**src/rv_pkg.sv**
```systemverilog
`default_nettype none

package rv_pkg;

  typedef logic [31:0] word_t;
  typedef logic [4:0]  reg_addr_t;

  typedef enum logic [2:0] {
    STEP_IDLE,
    STEP_IF,
    STEP_ID,
    STEP_EX,
    STEP_MEM,
    STEP_WB
  } step_t;

  // NONE first so a cleared register decodes to no operation
  typedef enum logic [4:0] {
    ALU_NONE,
    ALU_ADD,
    ALU_SUB,
    ALU_AND,
    ALU_OR,
    ALU_XOR,
    ALU_SLL,
    ALU_SRL,
    ALU_SRA,
    ALU_SLT,
    ALU_SLTU,
    ALU_JALR,
    BR_BEQ,
    BR_BNE,
    BR_BLT,
    BR_BGE,
    BR_BLTU,
    BR_BGEU
  } alu_fun_t;

  typedef enum logic [1:0] {
    OP1_RS1,
    OP1_PC,
    OP1_ZERO
  } op1_sel_t;

  typedef enum logic [2:0] {
    OP2_RS2,
    OP2_IMM_I,
    OP2_IMM_S,
    OP2_IMM_J,
    OP2_IMM_U
  } op2_sel_t;

  typedef enum logic [1:0] {
    WB_NONE,
    WB_ALU,
    WB_MEM,
    WB_PC4
  } wb_sel_t;

  localparam word_t START_ADDR = 32'h0000_0000;
  localparam word_t UNIMP_INST = 32'hc000_1073;

  //****************************************
  // Opcodes
  localparam logic [6:0] OPC_OP     = 7'b0110011;
  localparam logic [6:0] OPC_OP_IMM = 7'b0010011;
  localparam logic [6:0] OPC_LOAD   = 7'b0000011;
  localparam logic [6:0] OPC_STORE  = 7'b0100011;
  localparam logic [6:0] OPC_BRANCH = 7'b1100011;
  localparam logic [6:0] OPC_JAL    = 7'b1101111;
  localparam logic [6:0] OPC_JALR   = 7'b1100111;
  localparam logic [6:0] OPC_LUI    = 7'b0110111;
  localparam logic [6:0] OPC_AUIPC  = 7'b0010111;

  //****************************************
  // Funct fields
  localparam logic [2:0] F3_ADD_SUB = 3'b000;
  localparam logic [2:0] F3_SLL     = 3'b001;
  localparam logic [2:0] F3_SLT     = 3'b010;
  localparam logic [2:0] F3_SLTU    = 3'b011;
  localparam logic [2:0] F3_XOR     = 3'b100;
  localparam logic [2:0] F3_SRL_SRA = 3'b101;
  localparam logic [2:0] F3_OR      = 3'b110;
  localparam logic [2:0] F3_AND     = 3'b111;
  localparam logic [2:0] F3_BEQ     = 3'b000;
  localparam logic [2:0] F3_BNE     = 3'b001;
  localparam logic [2:0] F3_BLT     = 3'b100;
  localparam logic [2:0] F3_BGE     = 3'b101;
  localparam logic [2:0] F3_BLTU    = 3'b110;
  localparam logic [2:0] F3_BGEU    = 3'b111;
  localparam logic [2:0] F3_LW      = 3'b010;
  localparam logic [2:0] F3_SW      = 3'b010;
  localparam logic [2:0] F3_JALR    = 3'b000;

  // SUB and SRA select
  localparam logic [6:0] F7_ALT = 7'b0100000;

endpackage

`default_nettype wire

```
**src/rv_alu.sv**
```systemverilog
`timescale 1ns/1ps
`default_nettype none

module rv_alu (
  input  wire                   clk,
  input  wire                   rst_n,
  input  wire rv_pkg::step_t    step,
  input  wire rv_pkg::alu_fun_t alu_fun,
  input  wire rv_pkg::word_t    op1,
  input  wire rv_pkg::word_t    op2,
  output rv_pkg::word_t         alu_out,
  output logic                  br_taken
);

  import rv_pkg::*;

  word_t      sum;
  word_t      result;
  logic       eq;
  logic       lt_s;
  logic       lt_u;
  logic       taken;
  logic [4:0] shamt;

  assign sum   = op1 + op2;
  assign eq    = (op1 == op2);
  assign lt_s  = ($signed(op1) < $signed(op2));
  assign lt_u  = (op1 < op2);
  assign shamt = op2[4:0];

  always_comb begin
    case (alu_fun)
      ALU_ADD:  result = sum;
      ALU_SUB:  result = op1 - op2;
      ALU_AND:  result = op1 & op2;
      ALU_OR:   result = op1 | op2;
      ALU_XOR:  result = op1 ^ op2;
      ALU_SLL:  result = op1 << shamt;
      ALU_SRL:  result = op1 >> shamt;
      ALU_SRA:  result = $signed(op1) >>> shamt;
      ALU_SLT:  result = {31'b0, lt_s};
      ALU_SLTU: result = {31'b0, lt_u};
      ALU_JALR: result = sum & ~32'd1;
      default:  result = '0;
    endcase
  end

  // Branch compare shares the operand pair
  always_comb begin
    case (alu_fun)
      BR_BEQ:  taken = eq;
      BR_BNE:  taken = !eq;
      BR_BLT:  taken = lt_s;
      BR_BGE:  taken = !lt_s;
      BR_BLTU: taken = lt_u;
      BR_BGEU: taken = !lt_u;
      default: taken = 1'b0;
    endcase
  end

  always_ff @(posedge clk or negedge rst_n) begin
    if (!rst_n) begin
      alu_out  <= '0;
      br_taken <= 1'b0;
    end else if (step == STEP_EX) begin
      alu_out  <= result;
      br_taken <= taken;
    end
  end

endmodule

`default_nettype wire

```
**src/rv_core.sv**
```systemverilog
`timescale 1ns/1ps
`default_nettype none

module rv_core (
  input  wire                clk,
  input  wire                rst_n,
  input  wire                stall,
  input  wire rv_pkg::word_t inst,
  input  wire rv_pkg::word_t rdata,
  output rv_pkg::word_t      addr_i,
  output rv_pkg::word_t      addr_d,
  output rv_pkg::word_t      wdata,
  output logic               wen,
  output logic               exit
);

  import rv_pkg::*;

  step_t     step;
  word_t     pc;
  word_t     pc_plus4;
  alu_fun_t  alu_fun;
  wb_sel_t   wb_sel;
  logic      rf_wen;
  logic      mem_wen;
  logic      jump;
  word_t     op1;
  word_t     op2;
  word_t     br_target;
  reg_addr_t rd;
  reg_addr_t rs1_addr;
  reg_addr_t rs2_addr;
  word_t     rs1_data;
  word_t     rs2_data;
  word_t     alu_out;
  logic      br_taken;
  word_t     wb_data;

  rv_sequencer i_rv_sequencer (
    .clk       (clk),
    .rst_n     (rst_n),
    .stall     (stall),
    .br_taken  (br_taken),
    .jump      (jump),
    .br_target (br_target),
    .alu_out   (alu_out),
    .step      (step),
    .pc        (pc)
  );

  rv_decoder i_rv_decoder (
    .clk       (clk),
    .rst_n     (rst_n),
    .step      (step),
    .inst      (inst),
    .pc        (pc),
    .rs1_data  (rs1_data),
    .rs2_data  (rs2_data),
    .rs1_addr  (rs1_addr),
    .rs2_addr  (rs2_addr),
    .rd        (rd),
    .alu_fun   (alu_fun),
    .wb_sel    (wb_sel),
    .rf_wen    (rf_wen),
    .mem_wen   (mem_wen),
    .jump      (jump),
    .op1       (op1),
    .op2       (op2),
    .br_target (br_target)
  );

  rv_regfile i_rv_regfile (
    .clk      (clk),
    .rst_n    (rst_n),
    .step     (step),
    .wen      (rf_wen),
    .rd       (rd),
    .rs1_addr (rs1_addr),
    .rs2_addr (rs2_addr),
    .wb_data  (wb_data),
    .rs1_data (rs1_data),
    .rs2_data (rs2_data)
  );

  rv_alu i_rv_alu (
    .clk      (clk),
    .rst_n    (rst_n),
    .step     (step),
    .alu_fun  (alu_fun),
    .op1      (op1),
    .op2      (op2),
    .alu_out  (alu_out),
    .br_taken (br_taken)
  );

  //****************************************
  // Memory ports
  assign addr_i = pc;
  assign addr_d = alu_out;
  assign wdata  = rs2_data;
  assign wen    = mem_wen && (step == STEP_MEM);

  //****************************************
  // Writeback select
  assign pc_plus4 = pc + 32'd4;

  always_comb begin
    case (wb_sel)
      WB_ALU:  wb_data = alu_out;
      WB_MEM:  wb_data = rdata;
      WB_PC4:  wb_data = pc_plus4;
      default: wb_data = '0;
    endcase
  end

  assign exit = (inst == UNIMP_INST);

  a_wen_in_mem: assert property (@(posedge clk) disable iff (!rst_n)
    wen |-> step == STEP_MEM);

endmodule

`default_nettype wire

```
**src/rv_decoder.sv**
```systemverilog
`timescale 1ns/1ps
`default_nettype none

module rv_decoder (
  input  wire                  clk,
  input  wire                  rst_n,
  input  wire rv_pkg::step_t   step,
  input  wire rv_pkg::word_t   inst,
  input  wire rv_pkg::word_t   pc,
  input  wire rv_pkg::word_t   rs1_data,
  input  wire rv_pkg::word_t   rs2_data,
  output rv_pkg::reg_addr_t    rs1_addr,
  output rv_pkg::reg_addr_t    rs2_addr,
  output rv_pkg::reg_addr_t    rd,
  output rv_pkg::alu_fun_t     alu_fun,
  output rv_pkg::wb_sel_t      wb_sel,
  output logic                 rf_wen,
  output logic                 mem_wen,
  output logic                 jump,
  output rv_pkg::word_t        op1,
  output rv_pkg::word_t        op2,
  output rv_pkg::word_t        br_target
);

  import rv_pkg::*;

  logic [6:0] opcode;
  logic [2:0] funct3;
  logic [6:0] funct7;
  logic       alt;

  word_t imm_i;
  word_t imm_s;
  word_t imm_b;
  word_t imm_j;
  word_t imm_u;

  op1_sel_t op1_sel;
  op2_sel_t op2_sel;

  alu_fun_t alu_fun_d;
  wb_sel_t  wb_sel_d;
  op1_sel_t op1_sel_d;
  op2_sel_t op2_sel_d;
  logic     rf_wen_d;
  logic     mem_wen_d;
  logic     jump_d;

  assign opcode   = inst[6:0];
  assign funct3   = inst[14:12];
  assign funct7   = inst[31:25];
  assign rs1_addr = inst[19:15];
  assign rs2_addr = inst[24:20];
  assign rd       = inst[11:7];

  assign imm_i = {{20{inst[31]}}, inst[31:20]};
  assign imm_s = {{20{inst[31]}}, inst[31:25], inst[11:7]};
  assign imm_b = {{19{inst[31]}}, inst[31], inst[7], inst[30:25], inst[11:8], 1'b0};
  assign imm_j = {{11{inst[31]}}, inst[31], inst[19:12], inst[20], inst[30:21], 1'b0};
  assign imm_u = {inst[31:12], 12'b0};

  assign br_target = pc + imm_b;

  // funct7 only matters for SUB, SRA and SRAI
  assign alt = (funct7 == F7_ALT) && (opcode == OPC_OP || funct3 == F3_SRL_SRA);

  //****************************************
  // Control decode
  always_comb begin
    alu_fun_d = ALU_NONE;
    wb_sel_d  = WB_NONE;
    op1_sel_d = OP1_RS1;
    op2_sel_d = OP2_RS2;
    rf_wen_d  = 1'b0;
    mem_wen_d = 1'b0;
    jump_d    = 1'b0;
    case (opcode)
      OPC_OP, OPC_OP_IMM: begin
        rf_wen_d  = 1'b1;
        wb_sel_d  = WB_ALU;
        op2_sel_d = (opcode == OPC_OP) ? OP2_RS2 : OP2_IMM_I;
        case (funct3)
          F3_ADD_SUB: alu_fun_d = alt ? ALU_SUB : ALU_ADD;
          F3_SLL:     alu_fun_d = ALU_SLL;
          F3_SLT:     alu_fun_d = ALU_SLT;
          F3_SLTU:    alu_fun_d = ALU_SLTU;
          F3_XOR:     alu_fun_d = ALU_XOR;
          F3_SRL_SRA: alu_fun_d = alt ? ALU_SRA : ALU_SRL;
          F3_OR:      alu_fun_d = ALU_OR;
          default:    alu_fun_d = ALU_AND;
        endcase
      end
      OPC_LOAD: begin
        if (funct3 == F3_LW) begin
          alu_fun_d = ALU_ADD;
          op2_sel_d = OP2_IMM_I;
          wb_sel_d  = WB_MEM;
          rf_wen_d  = 1'b1;
        end
      end
      OPC_STORE: begin
        if (funct3 == F3_SW) begin
          alu_fun_d = ALU_ADD;
          op2_sel_d = OP2_IMM_S;
          mem_wen_d = 1'b1;
        end
      end
      OPC_BRANCH: begin
        case (funct3)
          F3_BEQ:  alu_fun_d = BR_BEQ;
          F3_BNE:  alu_fun_d = BR_BNE;
          F3_BLT:  alu_fun_d = BR_BLT;
          F3_BGE:  alu_fun_d = BR_BGE;
          F3_BLTU: alu_fun_d = BR_BLTU;
          F3_BGEU: alu_fun_d = BR_BGEU;
          default: alu_fun_d = ALU_NONE;
        endcase
      end
      OPC_JAL: begin
        alu_fun_d = ALU_ADD;
        op1_sel_d = OP1_PC;
        op2_sel_d = OP2_IMM_J;
        wb_sel_d  = WB_PC4;
        rf_wen_d  = 1'b1;
        jump_d    = 1'b1;
      end
      OPC_JALR: begin
        if (funct3 == F3_JALR) begin
          alu_fun_d = ALU_JALR;
          op2_sel_d = OP2_IMM_I;
          wb_sel_d  = WB_PC4;
          rf_wen_d  = 1'b1;
          jump_d    = 1'b1;
        end
      end
      OPC_LUI, OPC_AUIPC: begin
        alu_fun_d = ALU_ADD;
        op1_sel_d = (opcode == OPC_LUI) ? OP1_ZERO : OP1_PC;
        op2_sel_d = OP2_IMM_U;
        wb_sel_d  = WB_ALU;
        rf_wen_d  = 1'b1;
      end
      default: begin
      end
    endcase
  end

  always_ff @(posedge clk or negedge rst_n) begin
    if (!rst_n) begin
      alu_fun <= ALU_NONE;
      wb_sel  <= WB_NONE;
      op1_sel <= OP1_RS1;
      op2_sel <= OP2_RS2;
      rf_wen  <= 1'b0;
      mem_wen <= 1'b0;
      jump    <= 1'b0;
    end else if (step == STEP_ID) begin
      alu_fun <= alu_fun_d;
      wb_sel  <= wb_sel_d;
      op1_sel <= op1_sel_d;
      op2_sel <= op2_sel_d;
      rf_wen  <= rf_wen_d;
      mem_wen <= mem_wen_d;
      jump    <= jump_d;
    end
  end

  //****************************************
  // Operand select
  always_comb begin
    case (op1_sel)
      OP1_RS1: op1 = rs1_data;
      OP1_PC:  op1 = pc;
      default: op1 = '0;
    endcase
  end

  always_comb begin
    case (op2_sel)
      OP2_RS2:   op2 = rs2_data;
      OP2_IMM_I: op2 = imm_i;
      OP2_IMM_S: op2 = imm_s;
      OP2_IMM_J: op2 = imm_j;
      OP2_IMM_U: op2 = imm_u;
      default:   op2 = '0;
    endcase
  end

endmodule

`default_nettype wire

```
**src/rv_regfile.sv**
```systemverilog
`timescale 1ns/1ps
`default_nettype none

module rv_regfile (
  input  wire                    clk,
  input  wire                    rst_n,
  input  wire rv_pkg::step_t     step,
  input  wire                    wen,
  input  wire rv_pkg::reg_addr_t rd,
  input  wire rv_pkg::reg_addr_t rs1_addr,
  input  wire rv_pkg::reg_addr_t rs2_addr,
  input  wire rv_pkg::word_t     wb_data,
  output rv_pkg::word_t          rs1_data,
  output rv_pkg::word_t          rs2_data
);

  import rv_pkg::*;

  word_t regs [32];

  // x0 is hardwired to zero
  assign rs1_data = (rs1_addr == '0) ? '0 : regs[rs1_addr];
  assign rs2_data = (rs2_addr == '0) ? '0 : regs[rs2_addr];

  always_ff @(posedge clk or negedge rst_n) begin
    if (!rst_n) begin
      for (int i = 0; i < 32; i++) begin
        regs[i] <= '0;
      end
    end else if (step == STEP_WB && wen && rd != '0) begin
      regs[rd] <= wb_data;
    end
  end

endmodule

`default_nettype wire

```
**src/rv_sequencer.sv**
```systemverilog
`timescale 1ns/1ps
`default_nettype none

module rv_sequencer (
  input  wire                clk,
  input  wire                rst_n,
  input  wire                stall,
  input  wire                br_taken,
  input  wire                jump,
  input  wire rv_pkg::word_t br_target,
  input  wire rv_pkg::word_t alu_out,
  output rv_pkg::step_t      step,
  output rv_pkg::word_t      pc
);

  import rv_pkg::*;

  word_t pc_plus4;
  word_t pc_next;

  assign pc_plus4 = pc + 32'd4;

  // Branch wins over jump, jump over increment
  always_comb begin
    if (br_taken) begin
      pc_next = br_target;
    end else if (jump) begin
      pc_next = alu_out;
    end else begin
      pc_next = pc_plus4;
    end
  end

  //****************************************
  // Step machine
  always_ff @(posedge clk or negedge rst_n) begin
    if (!rst_n) begin
      step <= STEP_IDLE;
    end else if (!stall) begin
      case (step)
        STEP_IDLE: step <= STEP_IF;
        STEP_IF:   step <= STEP_ID;
        STEP_ID:   step <= STEP_EX;
        STEP_EX:   step <= STEP_MEM;
        STEP_MEM:  step <= STEP_WB;
        STEP_WB:   step <= STEP_IF;
        default:   step <= STEP_IDLE;
      endcase
    end
  end

  always_ff @(posedge clk or negedge rst_n) begin
    if (!rst_n) begin
      pc <= START_ADDR;
    end else if (!stall && step == STEP_WB) begin
      pc <= pc_next;
    end
  end

  a_step_legal: assert property (@(posedge clk) disable iff (!rst_n)
    step inside {STEP_IDLE, STEP_IF, STEP_ID, STEP_EX, STEP_MEM, STEP_WB});

  // Targets from decoder and ALU keep the PC on word boundaries
  a_pc_aligned: assert property (@(posedge clk) disable iff (!rst_n)
    (step == STEP_WB && !stall) |=> pc[1:0] == 2'b00);

endmodule

`default_nettype wire

```
**config.mk**
```make
export PLATFORM = sky130hd
export DESIGN_NAME = rv_core
export DESIGN_NICKNAME = d
export VERILOG_FILES = /design/src/rv_pkg.sv /design/src/rv_alu.sv /design/src/rv_core.sv /design/src/rv_decoder.sv /design/src/rv_regfile.sv /design/src/rv_sequencer.sv
export SDC_FILE = /design/constraint.sdc
export NUM_CORES = 2
export LEC_CHECK = 0
export BUFFER_PORTS_ARGS = -buffer_cell sky130_fd_sc_hd__clkbuf_2
export CAP_MARGIN = 20
export CORE_MARGIN = 2
export CORE_UTILIZATION = 60
export DETAILED_ROUTE_END_ITERATION = 8
export HOLD_SLACK_MARGIN = 0.05
export PLACE_DENSITY = 0.77
export SLEW_MARGIN = 15
export SYNTH_ARGS = -nofsm -noshare
export SYNTH_HDL_FRONTEND = slang
export SYNTH_SLANG_ARGS = --single-unit
```
**constraint.sdc**
```tcl
create_clock -name clk -period 6.6 [get_ports clk]
set_clock_uncertainty 0.15 [all_clocks]
set_input_delay 0.33 -clock clk [delete_from_list [all_inputs] [get_ports clk]]
set_output_delay 0.33 -clock clk [all_outputs]
set_load 0.05 [all_outputs]
```
---- After elaboration in Yosys (flattened, before gate mapping) ----
Cells that the tools add are included.
storage, ports and cells
  flip-flop bits (word level) ............. 1107
  input port bits ......................... 67
  output and inout port bits .............. 98
  logic and storage cells ................. 177
cells by class
  $add $sub $neg .......................... 4
  magnitude comparators ................... 6
  equality and inequality tests ........... 49
  shift-type cells ........................ 3
  multiplexer cells ....................... 41
  bitwise gates (word level) .............. 6
  reduce and logical (&&, ||, !) cells .... 25
operators with widths
  operator               count
  $bwmux 1024            1
  $pmux 32 s11           1
  $bmux 32 s5            2
  $mux 32                9
  $demux 32 s5           1
  $pmux 32 s5            1
  $pmux 32 s3            1
  $add 32x32->32         2
  $lt 32x32->1           2
  $pmux 32 s2            1
  $eq 5x4->1 const B     8
  $pmux 5 s7             1
  $add 32x3->32 const B  1
  $and 32x32->32         1
  $eq 32x32->1           1
  $eq 32x32->1 const B   1
  $or 32x32->32          1
  $shl 32x5->32          1
  $shr 32x5->32          1
  $sshr 32x5->32         1
  $sub 32x32->32         1
  $xor 32x32->32         1
  $pmux 5 s6             1
  $eq 7x6->1 const B     4
  other kinds (37)       89

---- Depth between registers and ports, before layout ----
  word-level depth ........................ 9
  depth in mapped cells ................... 30
  depth with buffers taken out ............ 23

---- Cells and area by module ----
A second synthesis with hierarchy kept.
unflattened totals
  cells, all modules ...................... 6102
  area, all modules ....................... 72380.7 um2
modules (own cells, without submodules)
  module        times used  cells each  area each (um2)  sequential area each (um2)
  rv_regfile    1           3617        54708.7          25624.6
  rv_alu        1           1449        10273.6          825.8
  rv_decoder    1           559         3802.4           375.4
  rv_sequencer  1           294         2386.0           875.8
  rv_core       1           183         1209.9           0.0

---- Worst setup path after synthesis ----
Ideal clock, no wire load.
  path kind ............................... input port to flip-flop
  from .................................... in inst[20]
  to ...................................... reg i_rv_alu.alu_out[26]
  setup time .............................. 124 ps
  arrival ................................. 6716 ps
  data required time ...................... 6326 ps
  path slack .............................. -390 ps
  stages .................................. 28
  path buffers ............................ 8
  path through ............................ buf_6 > buf_4 > buf_4 > buf_6 > buf_4 > buf_2 > buf_2 > mux4_2 > mux4_2 > inv_1 > o21ai_0 > nand2_1 > nand2_1 > nand2_1 > ha_1 > clkbuf_1 > a211o_1 > a31oi_1 > a21oi_1 > a221o_1 > o41ai_1 > o31ai_1 > a21o_1 > a21oi_1 > nand3_1 > a2111oi_0 > nor3_1 > a211o_1
on the way
  cells in the longest elaborated chain, start to end .. 8
  elaborated cells on any way between the ends .. 16
  classes of those cells .................. 2 x add/sub; 3 x shift; 6 x mux; 4 x bitwise; 1 x reduce/logical
RTL lines
  item                                              RTL line                    RTL
  start, declared                                   rv_core.sv:8                input wire rv_pkg::word_t inst,
  $not 5->6 (implied by the code)                   rv_regfile.sv:23            assign rs2_data = (rs2_addr == '0) ? '0 : regs[rs2_addr];
  $bmux 32 s5                                       rv_regfile.sv:23
  $mux 32 (implied by the code) (2 in a row)        rv_regfile.sv:23
  $mux 32 (*)                                       rv_regfile.sv:23
  named net wdata[5]                                rv_core.sv:12               output rv_pkg::word_t wdata,
  $pmux 32 s5 (*)                                   rv_decoder.sv:179           case (op2_sel)
  $add 32x32->32 or $sub 32x32->32 (tied branches)  rv_alu.sv:25, rv_alu.sv:34
  $pmux 32 s11 (*)                                  rv_alu.sv:32                case (alu_fun)
  end signal, assigned                              rv_alu.sv:66                alu_out <= result;
  end, declared                                     rv_alu.sv:11                output rv_pkg::word_t alu_out,
The timed path passes the listed nets; every way through them passes the cells marked *. The select of a mux whose other input is x is not followed.
A chain may end at the register's enable or synchronous reset.

---- Worst setup path in the final report ----
  from .................................... reg i_rv_decoder.op1_sel[1]
  to ...................................... reg i_rv_alu.alu_out[26]
on the way
  cells in the longest elaborated chain, start to end .. 4
  elaborated cells on any way between the ends .. 12
  classes of those cells .................. 2 x add/sub; 1 x eq/ne; 3 x shift; 2 x mux; 3 x bitwise; 1 x reduce/logical
RTL lines
  item                                           RTL line           RTL
  start, declared                                rv_decoder.sv:38   op1_sel_t op1_sel;
  start signal, assigned                         rv_decoder.sv:160  op1_sel <= op1_sel_d;
  $eq 2x1->1 or $logic_not 2->1 (tied branches)  rv_decoder.sv:171  case (op1_sel)
  $pmux 32 s2 (*)                                rv_decoder.sv:171
  $add 32x32->32 (tied with other cells)         rv_alu.sv:25       assign sum = op1 + op2;
  $pmux 32 s11 (*)                               rv_alu.sv:32
Mark *: on every way between the ends. The rest lies on a longest branch, timed or not.

==> metrics.txt <==
gr usage total=49.6%; Hold WC Path Type=in2async; Setup Viol. Count Final=0; drt total wl=292 mm; start point of the critical path=i_rv_decoder.op1_sel[1]; CP most frequent cell=buf_4; Rows=124; CP max FO=12; Chip Height=343 µm; post-route antenna net violation count=0; Max Cap Viol=0; Cell Pwr Density=319 nW/µm²; Rel. slew slack=13.9%; DRC=0; Sequential cell area=27700 µm²; Core Footprint=114000 µm²; final hold vios=0; first-pass GRT wire length=423 mm; IO Pins=165; largest net degree at the start of global routing=188; Critical Path Source Type=flop; placed cell area=72300 µm²; clk sinks=1107; Pre-antenna DRT Iters=8; WP data required=7080 ps; CTS Root Cell=clkbuf_16; Unique masters post-synth=105; nets=7435; Post-synth top flop=dfrtp_1; Tcrit/Tclk final=93.8%; area occupied by multi-input gates=38200 µm²; status=completed; CTS resizes=0; CP top delay family=compound AO/OA/AOI/OAI gates; H-tree depth reported by CTS=3; Least-Margin Pin Slew=1280 ps; final instance area=76500 µm²; post-layout min period=6190 ps; sequential share of the synthesized area=40.2%; fin cells=8848; crit-path max cell delay=710 ps; ratio of cells with drive above 1 in the final layout=18.6%; CP Buf/Inv Count=4; crit-path cells=nor2_1 -> o31ai_4 -> buf_4 -> nor4_1 -> buf_4 -> a22o_1 -> ha_1 -> buf_4 -> o21bai_1 -> a2111oi_0 -> nor2_1 -> a31oi_1 -> buf_4 -> a21oi_1 -> a221oi_1 -> a221oi_1 -> a21oi_1 -> xnor2_1 -> nor3_1 -> a211o_1; Synthesis Warnings=0; CTS tree=built; Final GP Congestion=1.09; DR WL/cell=33.0 µm; Mapped Area=69000 µm²; total CTS buffers=115; FF-to-FF Start=i_rv_decoder.op1_sel[1]; Via-to-Cell Ratio=7.15; initial antenna violation count=14; clk_lat worst skew=750 ps; DP Wirelength=195 mm; Post-CTS Hold Fix Bufs=28; Reg clk slew, reported paths=70 ps; Max Freq=161 MHz; via count=63292; Critical-path top delay cell=a221oi_1; R2R cell count=20; number of fill cells=8926; Worst Setup Path Type=reg2reg; CP arrival=6670 ps; Worst Setup End Kind=flop; FF+latch count, synth=1107; VDD IR max=0.289 mV; Layout area overhead=10.9%; DP Cell Count=8603; FF-to-FF End=i_rv_alu.alu_out[26]; Leakage=0.0336 µW; Port Buffer Count=164; Starting Density=60.4%; Post-synth EDFFs=0; Setup Buffers After CTS=0; vias in the first global route=62007; R2R Setup Slk=410 ps; total grt overflow=0; RSZ-0062 raised after global routing=no; die span in x=343 µm; CTS Buffer Depth=3; Starting DRT DRC Count=8908; post-synthesis async set-or-reset flop share=100%; Post-Syn Nets=7427; die area=118000 µm²; Mapped Avg Cell Area=9.54 µm²; Mapped Cells=7229; final max-slew violation count=0
==> synthesized netlist by cell type, drive strengths merged (14+ instances only) <==
cell     count  share of area (%)
a2111oi     16               0.22
a211oi      51               0.56
a21o        44               0.48
a21oi      824                6.0
a221o       14               0.20
a221oi      45               0.59
a22o        15               0.19
a22oi      113                1.2
a31oi       35               0.32
and2        26               0.24
and3        36               0.33
buf        169                1.6
clkbuf     515                2.8
dfrtp     1107                 40
ha         128                2.3
inv        126               0.69
mux2        70                1.1
mux2i      314                4.6
mux4       445                 15
nand2      948                5.2
nand2b      31               0.28
nand3       87               0.64
nor2       804                4.4
nor2b       31               0.28
nor3        68               0.52
nor3b       18               0.20
nor4        18               0.16
o211ai      31               0.34
o21a        27               0.29
o21ai      681                5.0
o21bai      26               0.28
o221ai      19               0.24
o22ai       54               0.49
o31ai       19               0.21
or3         17               0.15
xnor2       50               0.64
xor2        22               0.28
==> layout by cell type (no fill, tap or decap), types with 16 or more instances in the layout <==
cell type,Yosys,final
a211oi_1,50,50
a21o_1,44,44
a21oi_1,823,822
a221oi_1,43,43
a22oi_1,113,86
a22oi_2,0,27
a31oi_1,35,34
and2_1,25,25
and3_1,36,36
buf_12,1,25
buf_4,20,359
clkbuf_1,515,29
clkbuf_16,0,115
clkbuf_2,0,156
clkbuf_8,0,21
dfrtp_1,1107,1105
dlygate4sd3_1,0,28
ha_1,128,128
inv_1,119,117
mux2_2,67,67
mux2i_1,311,311
mux4_2,444,444
nand2_1,948,935
nand2b_1,31,31
nand3_1,86,85
nor2_1,803,783
nor2_4,0,16
nor2b_1,31,27
nor3_1,65,65
nor3b_1,18,18
o211ai_1,31,31
o21a_1,27,27
o21ai_0,669,662
o21bai_1,26,26
o221ai_1,19,19
o22ai_1,54,54
o31ai_1,18,18
or3_1,17,16
xnor2_1,50,50
xor2_1,22,22
==> cell families after synthesis <==
family | Yosys count | synth area share [%]
AOI/OAI and AO/OA | 2131 | 18.1
DFF | 1107 | 40.2
adders and majority gates | 131 | 2.41
buffers and inverters | 813 | 5.07
xor gates and xnor gates | 72 | 0.914
muxes | 829 | 20.3
and+or+nand+nor | 2146 | 13.0
==> flip-flops by register name, indices dropped and copies added (netlist names) <==
name                  flops
i_rv_regfile.regs      1024
i_rv_alu.alu_out         32
i_rv_sequencer.pc        32
i_rv_decoder.alu_fun      5
i_rv_decoder.op2_sel      3
i_rv_sequencer.step       3
i_rv_decoder.op1_sel      2
i_rv_decoder.wb_sel       2
i_rv_alu.br_taken         1
i_rv_decoder.jump         1
i_rv_decoder.mem_wen      1
i_rv_decoder.rf_wen       1
==> where the power goes <==
group	leakage, µW	switching [µW]	internal (µW)
Clock	0.00187	2930	3840
Combinational	0.0164	6030	3290
Sequential	0.0153	794	7480
==> layer usage <==
metal / track usage [%] / up-vias / share of wire (%)
met4: 37.0 / 14 / 9.5
met5: 0 / - / 0.033
met2: 71.5 / 4711 / 42
met1: 61.4 / 30904 / 34
li1: - / 26245 / -
met3: 18.1 / 1418 / 14
==> metrics by stage <==
stage	hold WS, ps	utilization [%]	worst slack (ps)	setup TNS [ps]	total power (µW)
after floorplan	-116	-	-70.3	-70.3	13600
after global placement	214	63.3	474	0	17100
final	26.7	67.0	408	0	24400
after detailed placement	215	63.3	305	0	17200
after CTS	53.4	66.9	610	0	23900
after global routing	87.1	67.0	137	0	25200
==> worst max-delay path by stage <==
stage / endpoint / slack, ps / cells after the start
global route: i_rv_alu.alu_out[26] / 140 / 20
detailed placement: i_rv_alu.alu_out[26] / 300 / 24
floorplan: i_rv_alu.alu_out[26] / -70 / 27
global placement: i_rv_alu.alu_out[26] / 470 / 21
CTS: i_rv_alu.alu_out[30] / 610 / 21
finish: i_rv_alu.alu_out[26] / 410 / 20
==> final cells by class <==
type	count	share of cell area [%]
repair buffers	575	5.68
clock inverters	40	0.728
clock buffers	165	4.28
inverters	129	0.636
diodes	11	0.0360
multi-input cells	5309	49.9
well taps	1512	2.47
flip-flops and latches	1107	36.2
No activity file was read; power rests on OpenSTA's default activity.
